==> config.mk <==
export PLATFORM = sky130hd
export DESIGN_NAME = uart_core
export DESIGN_NICKNAME = d
export VERILOG_FILES = /design/src/source/uart_line_pkg.sv /design/src/source/uart_host_pkg.sv /design/src/source/byte_fifo.sv /design/src/source/uart_receiver.sv /design/src/source/uart_transmitter.sv /design/src/source/uart_core.sv
export SDC_FILE = /design/constraint.sdc
export NUM_CORES = 1
export LEC_CHECK = 0
export CELL_PAD_IN_SITES_DETAIL_PLACEMENT = 2
export CELL_PAD_IN_SITES_GLOBAL_PLACEMENT = 2
export CORE_ASPECT_RATIO = 0.6
export CORE_MARGIN = 2
export CORE_UTILIZATION = 40
export DETAILED_ROUTE_END_ITERATION = 6
export DONT_BUFFER_PORTS = 1
export PLACE_DENSITY = 0.75
export RECOVER_POWER = 100
export SYNTH_ARGS = -nofsm -noshare
export SYNTH_HDL_FRONTEND = slang
export SYNTH_SLANG_ARGS = --single-unit
export TNS_END_PERCENT = 10
==> constraint.sdc <==
create_clock -name clk_i -period 7 [get_ports clk_i]
set_input_delay 1.4 -clock clk_i [delete_from_list [all_inputs] [get_ports clk_i]]
set_output_delay 1.4 -clock clk_i [all_outputs]
set_load 0.03 [all_outputs]
==> src/source/uart_line_pkg.sv <==
`default_nettype none

package uart_line_pkg;

    // bit period is divisor + 1 clocks
    localparam int DIV_W = 10;

    // fixed 8N1 frame, no parity
    localparam int DATA_BITS = 8;

    // idle and stop level
    localparam logic LINE_IDLE = 1'b1;
    // start bit level
    localparam logic LINE_START = ~LINE_IDLE;

endpackage

`default_nettype wire

==> src/source/uart_host_pkg.sv <==
`default_nettype none

package uart_host_pkg;

    import uart_line_pkg::*;

    // entries per fifo, same for both directions
    localparam int FIFO_DEPTH = 4;
    localparam int FIFO_AW = $clog2(FIFO_DEPTH);

    // receive credits; must be able to hold FIFO_DEPTH
    localparam int CREDIT_W = $clog2(FIFO_DEPTH + 1);

    // captured byte plus the stop bit check result
    typedef struct packed {
        logic [DATA_BITS-1:0] data;
        logic                 frame_err; // stop bit sampled low
    } rx_msg_t;

endpackage

`default_nettype wire

==> src/source/byte_fifo.sv <==
`timescale 1ns/10ps
`default_nettype none

module byte_fifo
    import uart_host_pkg::*;
#(
    parameter int WIDTH = 8
) (
    input  logic             clk_i,
    input  logic             rst_i,
    input  logic             push_i,
    input  logic [WIDTH-1:0] push_data_i,
    input  logic             pop_i,
    output logic [WIDTH-1:0] head_o,
    output logic             empty_o,
    output logic             full_o
);

    logic [WIDTH-1:0]   mem_q [FIFO_DEPTH];
    logic [FIFO_AW-1:0] wr_ptr_q;
    logic [FIFO_AW-1:0] rd_ptr_q;
    logic [FIFO_AW:0]   count_q;
    logic               do_push;
    logic               do_pop;

    assign empty_o = (count_q == '0);
    assign full_o  = (count_q == (FIFO_AW + 1)'(FIFO_DEPTH));

    assign do_push = push_i && !full_o;  // push on full is dropped
    assign do_pop  = pop_i && !empty_o;

    assign head_o = mem_q[rd_ptr_q]; // fall-through head

    always_ff @(posedge clk_i) begin
        if (rst_i) begin
            wr_ptr_q <= '0;
            rd_ptr_q <= '0;
            count_q  <= '0;
        end else begin
            if (do_push) begin
                wr_ptr_q <= wr_ptr_q + 1'b1;
            end
            if (do_pop) begin
                rd_ptr_q <= rd_ptr_q + 1'b1;
            end
            case ({do_push, do_pop})
                2'b10:   count_q <= count_q + 1'b1;
                2'b01:   count_q <= count_q - 1'b1;
                default: count_q <= count_q;
            endcase
        end
    end

    always_ff @(posedge clk_i) begin
        if (do_push) begin
            mem_q[wr_ptr_q] <= push_data_i;
        end
    end

endmodule

`default_nettype wire

==> src/source/uart_receiver.sv <==
`timescale 1ns/10ps
`default_nettype none

module uart_receiver
    import uart_line_pkg::*;
    import uart_host_pkg::*;
(
    input  logic             clk_i,
    input  logic             rst_i,
    input  logic             rx_i,
    input  logic             rx_en_i,
    input  logic [DIV_W-1:0] divisor_i,
    output logic             byte_valid_o,
    output rx_msg_t          byte_o
);

    typedef enum logic [1:0] {
        st_idle,
        st_start,
        st_data,
        st_stop
    } rx_state_e;

    rx_state_e                    state_q;
    logic [DIV_W-1:0]             cnt_q;
    logic [$clog2(DATA_BITS)-1:0] bit_q;
    logic [DATA_BITS-1:0]         shift_q;
    logic                         rx_q;
    logic                         half_hit;
    logic                         full_hit;
    logic                         start_edge;

    assign half_hit = (cnt_q == (divisor_i >> 1)); // middle of start bit
    assign full_hit = (cnt_q == divisor_i);        // one bit period after last sample

    // falling edge only, so a line held low after a bad stop bit does not restart
    assign start_edge = rx_en_i && (rx_q == LINE_IDLE) && (rx_i == LINE_START);

    always_ff @(posedge clk_i) begin
        if (rst_i) begin
            state_q      <= st_idle;
            cnt_q        <= '0;
            bit_q        <= '0;
            rx_q         <= LINE_IDLE;
            byte_valid_o <= 1'b0;
        end else begin
            rx_q         <= rx_i;
            byte_valid_o <= 1'b0;
            case (state_q)
                st_idle: begin
                    if (start_edge) begin
                        state_q <= st_start;
                        cnt_q   <= '0;
                    end
                end
                st_start: begin
                    if (half_hit) begin
                        cnt_q <= '0;
                        bit_q <= '0;
                        // glitch shorter than half a bit goes back to idle
                        state_q <= (rx_i == LINE_START) ? st_data : st_idle;
                    end else begin
                        cnt_q <= cnt_q + 1'b1;
                    end
                end
                st_data: begin
                    if (full_hit) begin
                        cnt_q <= '0;
                        bit_q <= bit_q + 1'b1;
                        if (bit_q == DATA_BITS - 1) begin
                            state_q <= st_stop;
                        end
                    end else begin
                        cnt_q <= cnt_q + 1'b1;
                    end
                end
                st_stop: begin
                    if (full_hit) begin
                        cnt_q        <= '0;
                        state_q      <= st_idle;
                        byte_valid_o <= 1'b1; // message lands next cycle
                    end else begin
                        cnt_q <= cnt_q + 1'b1;
                    end
                end
                default: begin
                    state_q <= st_idle;
                end
            endcase
        end
    end

    // data path, one sample per bit centre
    always_ff @(posedge clk_i) begin
        if (state_q == st_data && full_hit) begin
            shift_q <= {rx_i, shift_q[DATA_BITS-1:1]}; // lsb first
        end
        if (state_q == st_stop && full_hit) begin
            byte_o.data      <= shift_q;
            byte_o.frame_err <= (rx_i != LINE_IDLE);
        end
    end

endmodule

`default_nettype wire

==> src/source/uart_transmitter.sv <==
`timescale 1ns/10ps
`default_nettype none

module uart_transmitter
    import uart_line_pkg::*;
(
    input  logic                 clk_i,
    input  logic                 rst_i,
    input  logic [DIV_W-1:0]     divisor_i,
    input  logic [DATA_BITS-1:0] data_i,
    input  logic                 ready_i,
    output logic                 fetch_o,
    output logic                 tx_o
);

    logic                           busy_q;
    logic [DIV_W-1:0]               cnt_q;
    logic [$clog2(DATA_BITS+2)-1:0] bit_q;   // 0 is start, DATA_BITS+1 is stop
    logic [DATA_BITS:0]             shift_q; // data with stop level on top
    logic                           bit_end;

    // take the fifo head as soon as the line is free
    assign fetch_o = !busy_q && ready_i;

    assign bit_end = (cnt_q == divisor_i);

    always_ff @(posedge clk_i) begin
        if (rst_i) begin
            busy_q <= 1'b0;
            cnt_q  <= '0;
            bit_q  <= '0;
            tx_o   <= LINE_IDLE;
        end else if (fetch_o) begin
            busy_q <= 1'b1;
            cnt_q  <= '0;
            bit_q  <= '0;
            tx_o   <= LINE_START;
        end else if (busy_q) begin
            if (bit_end) begin
                cnt_q <= '0;
                if (bit_q == DATA_BITS + 1) begin
                    busy_q <= 1'b0; // end of stop bit, line already high
                end else begin
                    tx_o  <= shift_q[0];
                    bit_q <= bit_q + 1'b1;
                end
            end else begin
                cnt_q <= cnt_q + 1'b1;
            end
        end
    end

    // shift register for the data and stop bits
    always_ff @(posedge clk_i) begin
        if (fetch_o) begin
            shift_q <= {LINE_IDLE, data_i};
        end else if (busy_q && bit_end) begin
            shift_q <= {LINE_IDLE, shift_q[DATA_BITS:1]};
        end
    end

endmodule

`default_nettype wire

==> src/source/uart_core.sv <==
`timescale 1ns/10ps
`default_nettype none

module uart_core
    import uart_line_pkg::*;
    import uart_host_pkg::*;
(
    input  logic                 clk_i,
    input  logic                 rst_i,
    input  logic                 rx_i,
    input  logic                 rx_en_i,
    input  logic [DIV_W-1:0]     divisor_i,
    input  logic                 tx_valid_i,
    input  logic [DATA_BITS-1:0] tx_data_i,
    input  logic                 rx_credit_i,
    output logic                 tx_o,
    output logic                 tx_credit_o,
    output logic                 rx_valid_o,
    output rx_msg_t              rx_msg_o,
    output logic                 overrun_o
);

    logic                 fetch;
    logic [DATA_BITS-1:0] tx_head;
    logic                 tx_empty;

    logic                 rx_byte_valid;
    rx_msg_t              rx_byte;
    rx_msg_t              rx_head;
    logic                 rx_push;
    logic                 rx_empty;
    logic                 rx_full;

    logic [CREDIT_W-1:0]  credit_cnt;
    logic                 deliver;

    // transmit path
    byte_fifo #(
        .WIDTH (DATA_BITS)
    ) tx_fifo_inst (
        .clk_i       (clk_i),
        .rst_i       (rst_i),
        .push_i      (tx_valid_i),
        .push_data_i (tx_data_i),
        .pop_i       (fetch),
        .head_o      (tx_head),
        .empty_o     (tx_empty),
        .full_o      ()          // host credits keep it from filling
    );

    uart_transmitter tx_inst (
        .clk_i     (clk_i),
        .rst_i     (rst_i),
        .divisor_i (divisor_i),
        .data_i    (tx_head),
        .ready_i   (!tx_empty),
        .fetch_o   (fetch),
        .tx_o      (tx_o)
    );

    assign tx_credit_o = fetch; // one credit back per byte sent to the line

    // receive path
    uart_receiver rx_inst (
        .clk_i        (clk_i),
        .rst_i        (rst_i),
        .rx_i         (rx_i),
        .rx_en_i      (rx_en_i),
        .divisor_i    (divisor_i),
        .byte_valid_o (rx_byte_valid),
        .byte_o       (rx_byte)
    );

    assign rx_push = rx_byte_valid && !rx_full;

    byte_fifo #(
        .WIDTH ($bits(rx_msg_t))
    ) rx_fifo_inst (
        .clk_i       (clk_i),
        .rst_i       (rst_i),
        .push_i      (rx_push),
        .push_data_i (rx_byte),
        .pop_i       (deliver),
        .head_o      (rx_head),
        .empty_o     (rx_empty),
        .full_o      (rx_full)
    );

    // hand out a byte only against a host grant
    assign deliver = (credit_cnt != '0) && !rx_empty;

    always_ff @(posedge clk_i) begin
        if (rst_i) begin
            credit_cnt <= '0;
            rx_valid_o <= 1'b0;
            overrun_o  <= 1'b0;
        end else begin
            case ({rx_credit_i, deliver})
                2'b10:   credit_cnt <= credit_cnt + 1'b1;
                2'b01:   credit_cnt <= credit_cnt - 1'b1;
                default: credit_cnt <= credit_cnt;
            endcase
            rx_valid_o <= deliver;
            if (rx_byte_valid && rx_full) begin
                overrun_o <= 1'b1; // sticky, byte is lost
            end
        end
    end

    always_ff @(posedge clk_i) begin
        if (deliver) begin
            rx_msg_o <= rx_head;
        end
    end

endmodule

`default_nettype wire

== Word level (Yosys, flattened, before mapping) ==
Memories as Yosys holds them, arrays and structs flattened. A register that Yosys moved wholly into a read port is not among the register bits.
Index checks and enable logic that the tools add are counted.

* Bits in registers: 77
* Memory bits (writable): 68
* Output and inout bits: 13
* Logic and storage cells: 134
* Memories: 2

* Add/sub/neg operators: 14
* Equality and inequality tests: 22
* Mux-type cells: 35
* Bitwise gates (word level): 3
* Reductions and logical operators: 36

{| class="wikitable"
|+ Memories
! name !! words !! bits a word !! rd ports !! clocked after memory_dff !! wr ports !! line !! text
|-
| rx_fifo_inst.mem_q || 4 || 9 || 1 || 1 || 1 || byte_fifo.sv:19 || <nowiki>logic [WIDTH-1:0] mem_q [FIFO_DEPTH];</nowiki>
|-
| tx_fifo_inst.mem_q || 4 || 8 || 1 || 1 || 1 || byte_fifo.sv:19 ||
|}

{| class="wikitable"
|+ Operators with widths
! kind !! number
|-
| 10-bit two-way mux || 4
|-
| 10-bit one-hot mux with 3 select lines || 1
|-
| 3-bit one-hot mux with 2 select lines || 4
|-
| 10-bit by 1-bit adder with 10-bit output, second input constant || 2
|-
| 10-bit == test || 2
|-
| 2-bit two-way mux || 8
|-
| 8-bit two-way mux || 2
|-
| 2-bit nonzero test || 7
|-
| 1-bit logical AND || 13
|-
| 1-bit two-way mux || 13
|-
| 3-bit by 1-bit adder with 3-bit output, second input constant || 4
|-
| 10-bit by 9-bit == test with 1-bit output || 1
|-
| 2-bit == test, second input constant || 5
|-
| 2-bit by 1-bit != test with 1-bit output, second input constant || 5
|-
| 3-bit == test, second input constant || 3
|-
| 3-bit AND reduction || 3
|-
| 3-bit by 1-bit subtractor with 3-bit output, second input constant || 3
|-
| 2-bit by 1-bit adder with 2-bit output, second input constant || 4
|-
| 2-bit by 1-bit == test with 1-bit output, second input constant || 4
|-
| 2-bit one-hot mux with 4 select lines || 1
|-
| 3-bit logical NOT || 2
|-
| 3-bit two-way mux || 2
|-
| 2-bit OR reduction || 3
|-
| 1-bit logical NOT || 5
|-
| other kinds (7) || 9
|}

== Logic depth before layout (Yosys ltp) ==
Gate-level depths: netlist (run 1).

* Depth after elaboration: 6
* Gate-level depth with buffers: 9
* Mapped depth without buffers: 9

== Modules after synthesis ==
Synthesis (run 1) repeated with hierarchy kept, for this count alone.

* Cells, all modules: 522
* Area total of the unflattened synthesis: 6697.7 µm²

{| class="wikitable"
|+ Modules (own cells, without submodules)
! module !! times used !! cells each !! area each (µm²) !! sequential area each (µm²)
|-
| byte_fifo at rx_fifo_inst || 1 || 101 || 1778.0 || 1261.2
|-
| byte_fifo at tx_fifo_inst || 1 || 96 || 1635.3 || 1141.1
|-
| uart_receiver || 1 || 161 || 1621.6 || 850.8
|-
| uart_transmitter || 1 || 128 || 1162.4 || 560.5
|-
| uart_core || 1 || 36 || 500.5 || 370.4
|}

== Least setup slack after synthesis (run 1) ==
Ideal clock, no wire load.

* Path kind: input -> register
* Start point: input divisor_i[8]
* End point: register rx_inst.shift_q[0] (enable)
* Library setup time: 0.398 ns
* Arrival: 2.637 ns
* Slack: 3.966 ns
* Stages on the path: 3
* Path buffers: 0
* Cells stage by stage: xnor2_1 -> nand4_1 -> nor4_1

* Cells in the longest elaborated chain, start to end: 2

{| class="wikitable"
|+ Ends and longest elaborated chain
! item !! line !! text
|-
| start: declaration || uart_core.sv:12 || <nowiki>input logic [DIV_W-1:0] divisor_i,</nowiki>
|-
| 10-bit == test || uart_receiver.sv:34 || <nowiki>assign full_hit = (cnt_q == divisor_i);</nowiki>
|-
| 1-bit logical AND || uart_receiver.sv:95 || <nowiki>if (state_q == st_data && full_hit) begin</nowiki>
|-
| end signal: assignment || uart_receiver.sv:96 || <nowiki>shift_q <= {rx_i, shift_q[DATA_BITS-1:1]};</nowiki>
|-
| end: declaration || uart_receiver.sv:27 || <nowiki>logic [DATA_BITS-1:0] shift_q;</nowiki>
|}

Every way passes these cells.
A chain may end at the register's enable or synchronous reset.

== Worst setup path after layout (run 1) ==
* Start point: input divisor_i[4]
* End point: register tx_inst.shift_q[3] (enable)

* Cells in the longest elaborated chain, start to end: 3

{| class="wikitable"
|+ Ends and longest elaborated chain
! item !! line !! text
|-
| 10-bit == test || uart_transmitter.sv:25 || <nowiki>assign bit_end = (cnt_q == divisor_i);</nowiki>
|-
| 1-bit logical AND || uart_transmitter.sv:57 || <nowiki>end else if (busy_q && bit_end) begin</nowiki>
|-
| 2-bit nonzero test (no source line) || - ||
|-
| end signal: assignment || uart_transmitter.sv:56 || <nowiki>shift_q <= {LINE_IDLE, data_i};</nowiki>
|-
| end signal: assignment || uart_transmitter.sv:58 || <nowiki>shift_q <= {LINE_IDLE, shift_q[DATA_BITS:1]};</nowiki>
|-
| end: declaration || uart_transmitter.sv:19 || <nowiki>logic [DATA_BITS:0] shift_q;</nowiki>
|}

Every way passes these cells.

==> impl_metrics.json, run 1 <==
{
  "yosys_warnings": 0,
  "run_status": "finished, violations left",
  "utilization": 0.454,
  "start_util": 0.408,
  "postCtsHoldBufs": 0,
  "cts_setup_buffers": 0,
  "crit_path_end_kind": "register",
  "synth_top_family_by_area": "simple AND/OR/NAND/NOR gates",
  "ys_types": 46,
  "place.gp.congestion": 0.791,
  "max_slew.worst_pin.slew_ns": 1.67,
  "postLayoutCellArea_um2": 7340,
  "ys_async_sr_fraction": 0,
  "met1_length_um": 7030,
  "vias_per_cell": 5.29,
  "tns_ns": 0,
  "synth_compound_area_frac": 0.0547,
  "synth.avg_cell_area_um2": 13.6,
  "drt_wl_total_um": 15300,
  "diodes": 0,
  "synth-seq-area-share": 0.629,
  "die_area_um2": 17600,
  "syn_inst": 485,
  "maxSlewHeadroom": -0.121,
  "skew_ns": 0.00963,
  "route.detailed.drc": 0,
  "fin_ws_ns": 3.55,
  "drt_iter0_markers": 137,
  "dpl_cell_area_um2": 6780,
  "hp-class": "reg -> reg",
  "antenna_found_initial": 0,
  "placeableCoreArea_um2": 16200,
  "startpoint_type": "input pin",
  "synthAdderAreaFrac": 0.0490,
  "power_mw": 2.40,
  "worstSetupPathType": "in -> reg",
  "htree_num_levels": 4,
  "hold_ws_ns": 0.466,
  "synth_ff_type": "edfxtp_1",
  "synth_xor_area_frac": 0.0664,
  "violations": "capacitance limit, slew limit",
  "grt_max_degree": 36,
  "dr_wl_met3_um": 492,
  "cp.arrival_ns": 3.49,
  "drive_above_1_share": 0.118,
  "ios": 37,
  "port_buffers": 0,
  "vias": 3753,
  "finalCritPeriodShare": 0.493,
  "fp.dieH_um": 103,
  "fmax_mhz": 290,
  "synth-simple-area-share": 0.0989,
  "top_layer": "met4",
  "worstSkewPairLatency_ns": 0.43,
  "clockBufferDepth": 2,
  "p_per_area_nw_per_um2": 327,
  "ctsRootBufferMaster": "clkbuf_16",
  "power_leakage_nw": 2.42,
  "clk_transition_reported_paths_ns": 0.07,
  "cap_violations": 1,
  "wl_per_cell_um": 21.5,
  "dp_slack_ns": 3.71,
  "grt_usage": 0.189,
  "drtAntennaViolNets": 0,
  "dp.final_hpwl_um": 10600,
  "grt_overflow_total": 0,
  "ys_ff_latch": 156,
  "cts_tree": "built",
  "finalSetupViolCount": 0,
  "final_max_slew_viol_count": 10,
  "dp.cells": 678,
  "stdcell_count": 710,
  "syn_nets": 533,
  "area_growth_pct": 11.4,
  "rsz0062_at_grt": "false",
  "hold_viol": 0,
  "die_w_um": 170,
  "worstPathMaxFanout": 8,
  "synth_edf_count": 102,
  "grt_pass1_wl_um": 24100,
  "grt_pass1_vias": 4243,
  "detailedRoute.firstPassIterationCount": 4,
  "finalCriticalPeriod_ns": 3.45,
  "syn_area_um2": 6590,
  "ctsResizeCount": 0,
  "crit_required_ns": 7.04,
  "layout.nets": 536,
  "core.rowCount": 36,
  "numCtsBuffers": 17,
  "vdd_ir_drop_max_mv": 0.116,
  "met2_length_um": 7570,
  "cts.sinks": 156,
  "synthMuxAreaShare": 0.0746
}
sequential cells by signal, indices dropped and copies added, names as in the netlist, 2 cells and up, named ones only:
name                   cells
credit_cnt                 3
rx_fifo_inst.count_q       3
rx_fifo_inst.mem_q        36
rx_fifo_inst.rd_ptr_q      2
rx_fifo_inst.wr_ptr_q      2
rx_inst.bit_q              3
rx_inst.byte_o             9
rx_inst.cnt_q             10
rx_inst.shift_q            8
rx_msg_o                   9
tx_fifo_inst.count_q       3
tx_fifo_inst.mem_q        32
tx_fifo_inst.rd_ptr_q      2
tx_fifo_inst.wr_ptr_q      2
tx_inst.bit_q              4
tx_inst.cnt_q             10
tx_inst.shift_q            8
final cells by class:
type                    instances  area, um^2
clock inverters                15         188
well taps                     209         262
flip-flops and latches        156        4140
multi-input cells             285        2220
clock buffers                  17         425
inverters                      28         105
fillers                      1550        8830
critical path, cell delays in order:
cell and delay [ns]:
xnor2_1 0.12, nand4_1 0.11, nor4_1 1.12, nand2_1 0.21
o21ai_0 0.52
kinds of logic after synthesis:
| logic type | count (synthesis) |
|---|---|
| muxes | 27 |
| AOI/OAI and AO/OA | 55 |
| DFF | 156 |
| buffers and inverters | 44 |
| adders and majority gates | 24 |
| xor gates and xnor gates | 50 |
| and+or+nand+nor | 129 |
Yosys cell counts (all sizes together) (3+ instances only):
master	number	share of area
mux2i	3	0.0046
buf	6	0.0061
or3	4	0.0038
and2	11	0.011
mux2	7	0.012
nor3	7	0.0053
clkbuf	10	0.0057
nand2	21	0.012
a31oi	9	0.0085
nand2b	6	0.0057
dfxtp	54	0.16
inv	28	0.016
ha	21	0.040
nand4	10	0.0095
mux4	17	0.058
fa	3	0.0091
nand3	4	0.0030
xnor2	33	0.044
and3	9	0.0085
xor2	17	0.023
a21oi	26	0.020
o21ai	9	0.0068
or2	4	0.0038
nor2	45	0.026
edfxtp	102	0.46
routing by layer:
| metal | global-route usage | vias up |
|---|---|---|
| met5 | 0 | - |
| met4 | 0.0611 | 0 |
| met3 | 0.0476 | 19 |
| met2 | 0.327 | 44 |
| met1 | 0.237 | 1949 |
| li1 | - | 1741 |
layout by cell type (no fill, tap or decap), types with 3 or more instances in the layout:
cell       instances
dfxtp_1           54
inv_8              5
nand3_1            4
fa_1               3
a21oi_1           26
mux2i_1            3
and2_0            10
mux4_2            17
xor2_1            17
nand2_1           21
inv_1             28
mux2_2             5
clkinv_8           5
nand4_1           10
clkbuf_16         17
xnor2_1           33
edfxtp_1         102
and3_1             9
nand2b_1           6
nor3_1             7
nor2_1            45
or3_1              4
o21ai_0            9
ha_1              21
a31oi_1            9
power by group:
part	switching, mW	internal [mW]	total (mW)
clock	0.449	0.488	0.936
sequential	0.0669	1.07	1.13
combinational	0.201	0.132	0.332
final timing paths:
check,startpoint,cells after the start,slack (ns),end
max reg2reg,tx_inst.busy_q$_SDFF_PP0_,7,3.91,tx_fifo_inst.count_q[2]$_SDFFE_PP0P_
min,rx_inst.shift_q[1]$_DFFE_PP_,0,0.47,rx_inst.shift_q[0]$_DFFE_PP_
min reg2reg,rx_inst.shift_q[1]$_DFFE_PP_,0,0.47,rx_inst.shift_q[0]$_DFFE_PP_
max,divisor_i[4],5,3.55,tx_inst.shift_q[3]$_DFFE_PP_
Power figures use the tool's default switching activity.
==> run 2: changes to the inputs <==
==> constraint.sdc (replaced) <==
create_clock -name clk_i -period 3.2 [get_ports clk_i]
set_input_delay 0.64 -clock clk_i [delete_from_list [all_inputs] [get_ports clk_i]]
set_output_delay 0.64 -clock clk_i [all_outputs]
set_load 0.03 [all_outputs]
==> impl_metrics.json, run 2 (synthesized netlist as in run 1, its figures left out) <==
{
  "power_leakage_nw": 2.41,
  "crit_chain": "nor2_1, ha_1, inv_1, fa_1, xor2_1, or3_1, a21oi_1",
  "dp.final_hpwl_um": 10900,
  "rrSetupSlack_ns": 0.30,
  "finalCriticalPeriod_ns": 2.90,
  "ctsResizeCount": 0,
  "grt_pass1_vias": 4206,
  "regMostFlops": "rx_fifo_inst.mem_q",
  "largest_register_ff_count": 36,
  "htree_num_levels": 4,
  "numCtsBuffers": 17,
  "final_max_slew_viol_count": 0,
  "route.detailed.drc": 0,
  "ios": 37,
  "cts_setup_buffers": 0,
  "core.rowCount": 36,
  "worstPathMaxFanout": 14,
  "intPower_mw": 3.67,
  "diodes": 0,
  "slowest_stage": "nor2_1",
  "vias": 3755,
  "ctsRootBufferMaster": "clkbuf_16",
  "crit_required_ns": 3.53,
  "vias_per_cell": 5.27,
  "skew_ns": 0.0121,
  "worstSetupPathType": "reg -> reg",
  "drt_iter0_markers": 186,
  "grt_usage": 0.188,
  "grt_max_degree": 36,
  "detailedRoute.firstPassIterationCount": 4,
  "grt_pass1_wl_um": 24100,
  "port_buffers": 0,
  "clk_transition_reported_paths_ns": 0.07,
  "vdd_ir_drop_max_mv": 0.335,
  "swShare": 0.292,
  "groute.layer.met2.usage": 0.324,
  "run_status": "completed",
  "crit_path_end_kind": "register",
  "finalCritPeriodShare": 0.907,
  "drt_wl_total_um": 15300,
  "switchingPower_mw": 1.52,
  "fp.dieH_um": 103,
  "hold_viol": 0,
  "antenna_found_initial": 0,
  "power_frac_comb": 0.137,
  "placeableCoreArea_um2": 16200,
  "worstSkewPairLatency_ns": 0.42,
  "grtUsageMet1": 0.234,
  "drive_above_1_share": 0.117,
  "die_w_um": 170,
  "die_area_um2": 17600,
  "cap_violations": 0,
  "area_growth_pct": 11.5,
  "finalSetupViolCount": 0,
  "cp_top_family": "simple AND/OR/NAND/NOR gates",
  "layout.nets": 539,
  "wl_per_cell_um": 21.4,
  "cpPeakStageDelay_ns": 0.87,
  "start_util": 0.408,
  "clockBufferDepth": 2,
  "cp.arrival_ns": 3.23,
  "hp-class": "in -> reg",
  "layout_common_cells": "102 x edfxtp_1, 54 x dfxtp_1, 45 x nor2_1",
  "tns_ns": 0,
  "hold_ws_ns": 0.285,
  "rsz0062_at_grt": "false",
  "clkPwrFrac": 0.384,
  "reg_top3": "rx_fifo_inst.mem_q: 36 flops, tx_fifo_inst.mem_q: 32 flops",
  "cts.sinks": 156,
  "startpoint_type": "register",
  "postCtsHoldBufs": 0,
  "p_per_area_nw_per_um2": 705,
  "maxSlewHeadroom": 0.152,
  "place.gp.congestion": 0.739,
  "nFillCells": 1516,
  "critical_path_buf_inv_count": 1,
  "met3_usage": 0.0544,
  "cts_tree": "built",
  "max_slew.worst_pin.slew_ns": 1.26,
  "fmax_mhz": 345,
  "layout_commonest_cell": "edfxtp_1",
  "top_usage_layer": "met2",
  "drtAntennaViolNets": 0,
  "power_frac_seq": 0.479,
  "grt_overflow_total": 0
}
run 2: layout make-up:
| class | instances | area, um^2 | area share |
|---|---|---|---|
| Clock buffer | 17 | 425 | 0.0579 |
| Inverter | 28 | 105 | 0.0143 |
| Clock inverter | 15 | 165 | 0.0225 |
| Tap cell | 209 | 262 | 0.0356 |
| Multi-Input combinational cell | 285 | 2230 | 0.304 |
| Timing Repair Buffer | 3 | 11.3 | 0.00153 |
| Sequential cell | 156 | 4140 | 0.564 |
run 2: path summary, 6_finish.rpt:
path                                start                                    to  cells after the start
max             tx_inst.busy_q$_SDFF_PP0_  tx_fifo_inst.count_q[2]$_SDFFE_PP0P_                      7
min                                 rst_i                              register                      1
max reg2reg     tx_inst.busy_q$_SDFF_PP0_  tx_fifo_inst.count_q[2]$_SDFFE_PP0P_                      7
min reg2reg  rx_inst.shift_q[0]$_DFFE_PP_           rx_inst.byte_o[1]$_DFFE_PP_                      0
run 2: metal layers:
layer / vias up / share of wire
li1: 1752 / -
met1: 1926 / 0.46
met2: 62 / 0.49
met3: 15 / 0.040
met4: 0 / 0.011
met5: - / 0
run 2: through the flow:
step / utilization / total power, mW / setup WS (ns) / cells / instance area [um^2]
2_1_floorplan: - / 3.03 / 0.926 / 485 / 6590
3_3_place_gp: 0.421 / 3.16 / 0.583 / 681 / 6800
3_5_place_dp: 0.421 / 3.25 / 0.322 / 681 / 6800
4_1_cts: 0.457 / 5.27 / 0.270 / 713 / 7390
5_1_grt: 0.454 / 5.41 / 0.121 / 713 / 7350
6_report: 0.454 / 5.18 / 0.297 / 713 / 7350
run 2: power by group through the flow:
stage / Sequential [mW] / Clock [mW] / Combinational (mW)
floorplan: 2.44 / 0 / 0.596
global placement: 2.50 / 0 / 0.662
detailed placement: 2.53 / 0 / 0.728
CTS: 2.49 / 2.04 / 0.743
global route: 2.50 / 2.12 / 0.787
finish: 2.48 / 1.99 / 0.709
==> run 3: changes to the inputs <==
==> constraint.sdc (replaced) <==
create_clock -name clk_i -period 3.2 [get_ports clk_i]
set_input_delay 0.16 -clock clk_i [delete_from_list [all_inputs] [get_ports clk_i]]
set_output_delay 0.16 -clock clk_i [all_outputs]
set_load 0.03 [all_outputs]
==> impl_metrics.json, run 3 (synthesized netlist as in run 1, its figures left out) <==
{
  "start_util": 0.408,
  "cts.sinks": 156,
  "nFillCells": 1564,
  "clockBufferDepth": 2,
  "met2_length_um": 7580,
  "p_per_area_nw_per_um2": 705,
  "clk_transition_reported_paths_ns": 0.07,
  "detailedRoute.firstPassIterationCount": 4,
  "placeableCoreArea_um2": 16200,
  "slowest_stage": "clkbuf_1",
  "layout_commonest_cell": "edfxtp_1",
  "dr_wl_met3_um": 692,
  "cts_tree": "built",
  "port_buffers": 0,
  "grt_usage": 0.192,
  "grt_max_degree": 32,
  "max_slew.worst_pin.slew_ns": 1.29,
  "die_w_um": 170,
  "area_growth_pct": 13.9,
  "drt_wl_total_um": 15500,
  "drt_iter0_markers": 176,
  "route.detailed.drc": 0,
  "met1_length_um": 7080,
  "layout.nets": 551,
  "cp.arrival_ns": 3.12,
  "core.rowCount": 36,
  "vias_per_cell": 5.27,
  "ios": 37,
  "worstPathMaxFanout": 14,
  "fin_ws_ns": 0.425,
  "ctsRootBufferMaster": "clkbuf_16",
  "fmax_mhz": 360,
  "largest_register_ff_count": 36,
  "diodes": 0,
  "final_max_slew_viol_count": 0,
  "dp_slack_ns": 0.844,
  "grt_pass1_wl_um": 24800,
  "grt_overflow_total": 0,
  "htree_num_levels": 4,
  "reg_top3": "rx_fifo_inst.mem_q: 36 flops, tx_fifo_inst.mem_q: 32 flops",
  "numCtsBuffers": 17,
  "wl_per_cell_um": 21.3,
  "top_layer": "met4",
  "tns_ns": 0,
  "crit_chain": "nor3_1, nor2_1, clkbuf_1, ha_1, inv_1, fa_1, xor2_1, or3_1, a21oi_1",
  "skew_ns": 0.0123,
  "run_status": "completed",
  "fp.dieH_um": 103,
  "regMostFlops": "rx_fifo_inst.mem_q",
  "crit_path_end_kind": "register",
  "startpoint_type": "register",
  "hp-class": "in -> reg",
  "finalCriticalPeriod_ns": 2.78,
  "vias": 3824,
  "finalCritPeriodShare": 0.867,
  "hold_viol": 0,
  "layout_common_cells": "102 x edfxtp_1, 54 x dfxtp_1, 45 x nor2_1",
  "worstSetupPathType": "reg -> reg",
  "worstSkewPairLatency_ns": 0.43,
  "vdd_ir_drop_max_mv": 0.314,
  "cap_violations": 0,
  "grt_pass1_vias": 4254,
  "place.gp.congestion": 0.778,
  "power_leakage_nw": 2.47,
  "drtAntennaViolNets": 0,
  "rsz0062_at_grt": "false",
  "cpPeakStageDelay_ns": 0.58,
  "drive_above_1_share": 0.120,
  "ctsResizeCount": 0,
  "dp.final_hpwl_um": 10600,
  "maxSlewHeadroom": 0.133,
  "finalSetupViolCount": 0,
  "crit_required_ns": 3.55,
  "antenna_found_initial": 0,
  "die_area_um2": 17600
}
## run 3: final timing paths
path                                                      startpoint                                   end  slack (ns)  cells past startpoint
worst max register to register  tx_fifo_inst.count_q[0]$_SDFFE_PP0P_  tx_fifo_inst.count_q[2]$_SDFFE_PP0P_        0.42                      9
worst min-delay path                                           rst_i         rx_inst.bit_q[2]$_SDFFE_PP0P_        0.02                      2
worst max-delay path            tx_fifo_inst.count_q[0]$_SDFFE_PP0P_  tx_fifo_inst.count_q[2]$_SDFFE_PP0P_        0.42                      9
worst min register to register          rx_inst.shift_q[0]$_DFFE_PP_           rx_inst.byte_o[1]$_DFFE_PP_        0.44                      0
## run 3: what timing repair did
item | 4_1_cts | 5_1_grt
endpoints found under the setup margin | 0 | 0
setup buffers | 0 | 0
hold endpoints to repair | 66 | 0
hold buffers | 11 | 0
## run 3: worst max-delay path, delay by kind of cell (launching register included)
kind | cells | cell delay, ns
adder cells (fa/ha/maj) | 2 | 0.71
AO/OA/AOI/OAI | 1 | 0.16
buffers and inverters | 2 | 0.65
XOR/XNOR | 1 | 0.18
flip-flops | 1 | 0.41
AND/OR/NAND/NOR | 3 | 0.59
## run 3: layer usage
metal	global-route usage	vias up
met3	0.0472	11
met2	0.333	56
met1	0.244	1987
li1	-	1770
met4	0.0552	0
met5	0	-
## run 3: power by group
| part | switching [mW] | internal, mW | leakage, nW |
|---|---|---|---|
| sequential | 0.144 | 2.33 | 1.36 |
| combinational | 0.454 | 0.308 | 0.823 |
| clock | 0.940 | 1.11 | 0.287 |
## run 3: layout make-up
class,count,area (um^2),share of cell area
Multi-Input combinational cell,285,2260,0.301
Sequential cell,156,4140,0.552
Inverter,28,105,0.0140
Clock inverter,15,175,0.0233
Clock buffer,17,425,0.0567
Tap cell,209,262,0.0348
Timing Repair Buffer,15,135,0.0180
## run 3: through the flow
step | hold slack [ns] | instances | utilization | instance area (um^2) | power [mW]
after floorplan | 0.259 | 485 | - | 6590 | 3.03
after global placement | 0.233 | 682 | 0.421 | 6810 | 3.18
after detailed placement | 0.236 | 682 | 0.421 | 6810 | 3.27
after CTS | 0.00481 | 725 | 0.466 | 7530 | 5.36
after global routing | 0.0140 | 725 | 0.464 | 7500 | 5.52
final | 0.0162 | 725 | 0.464 | 7500 | 5.29
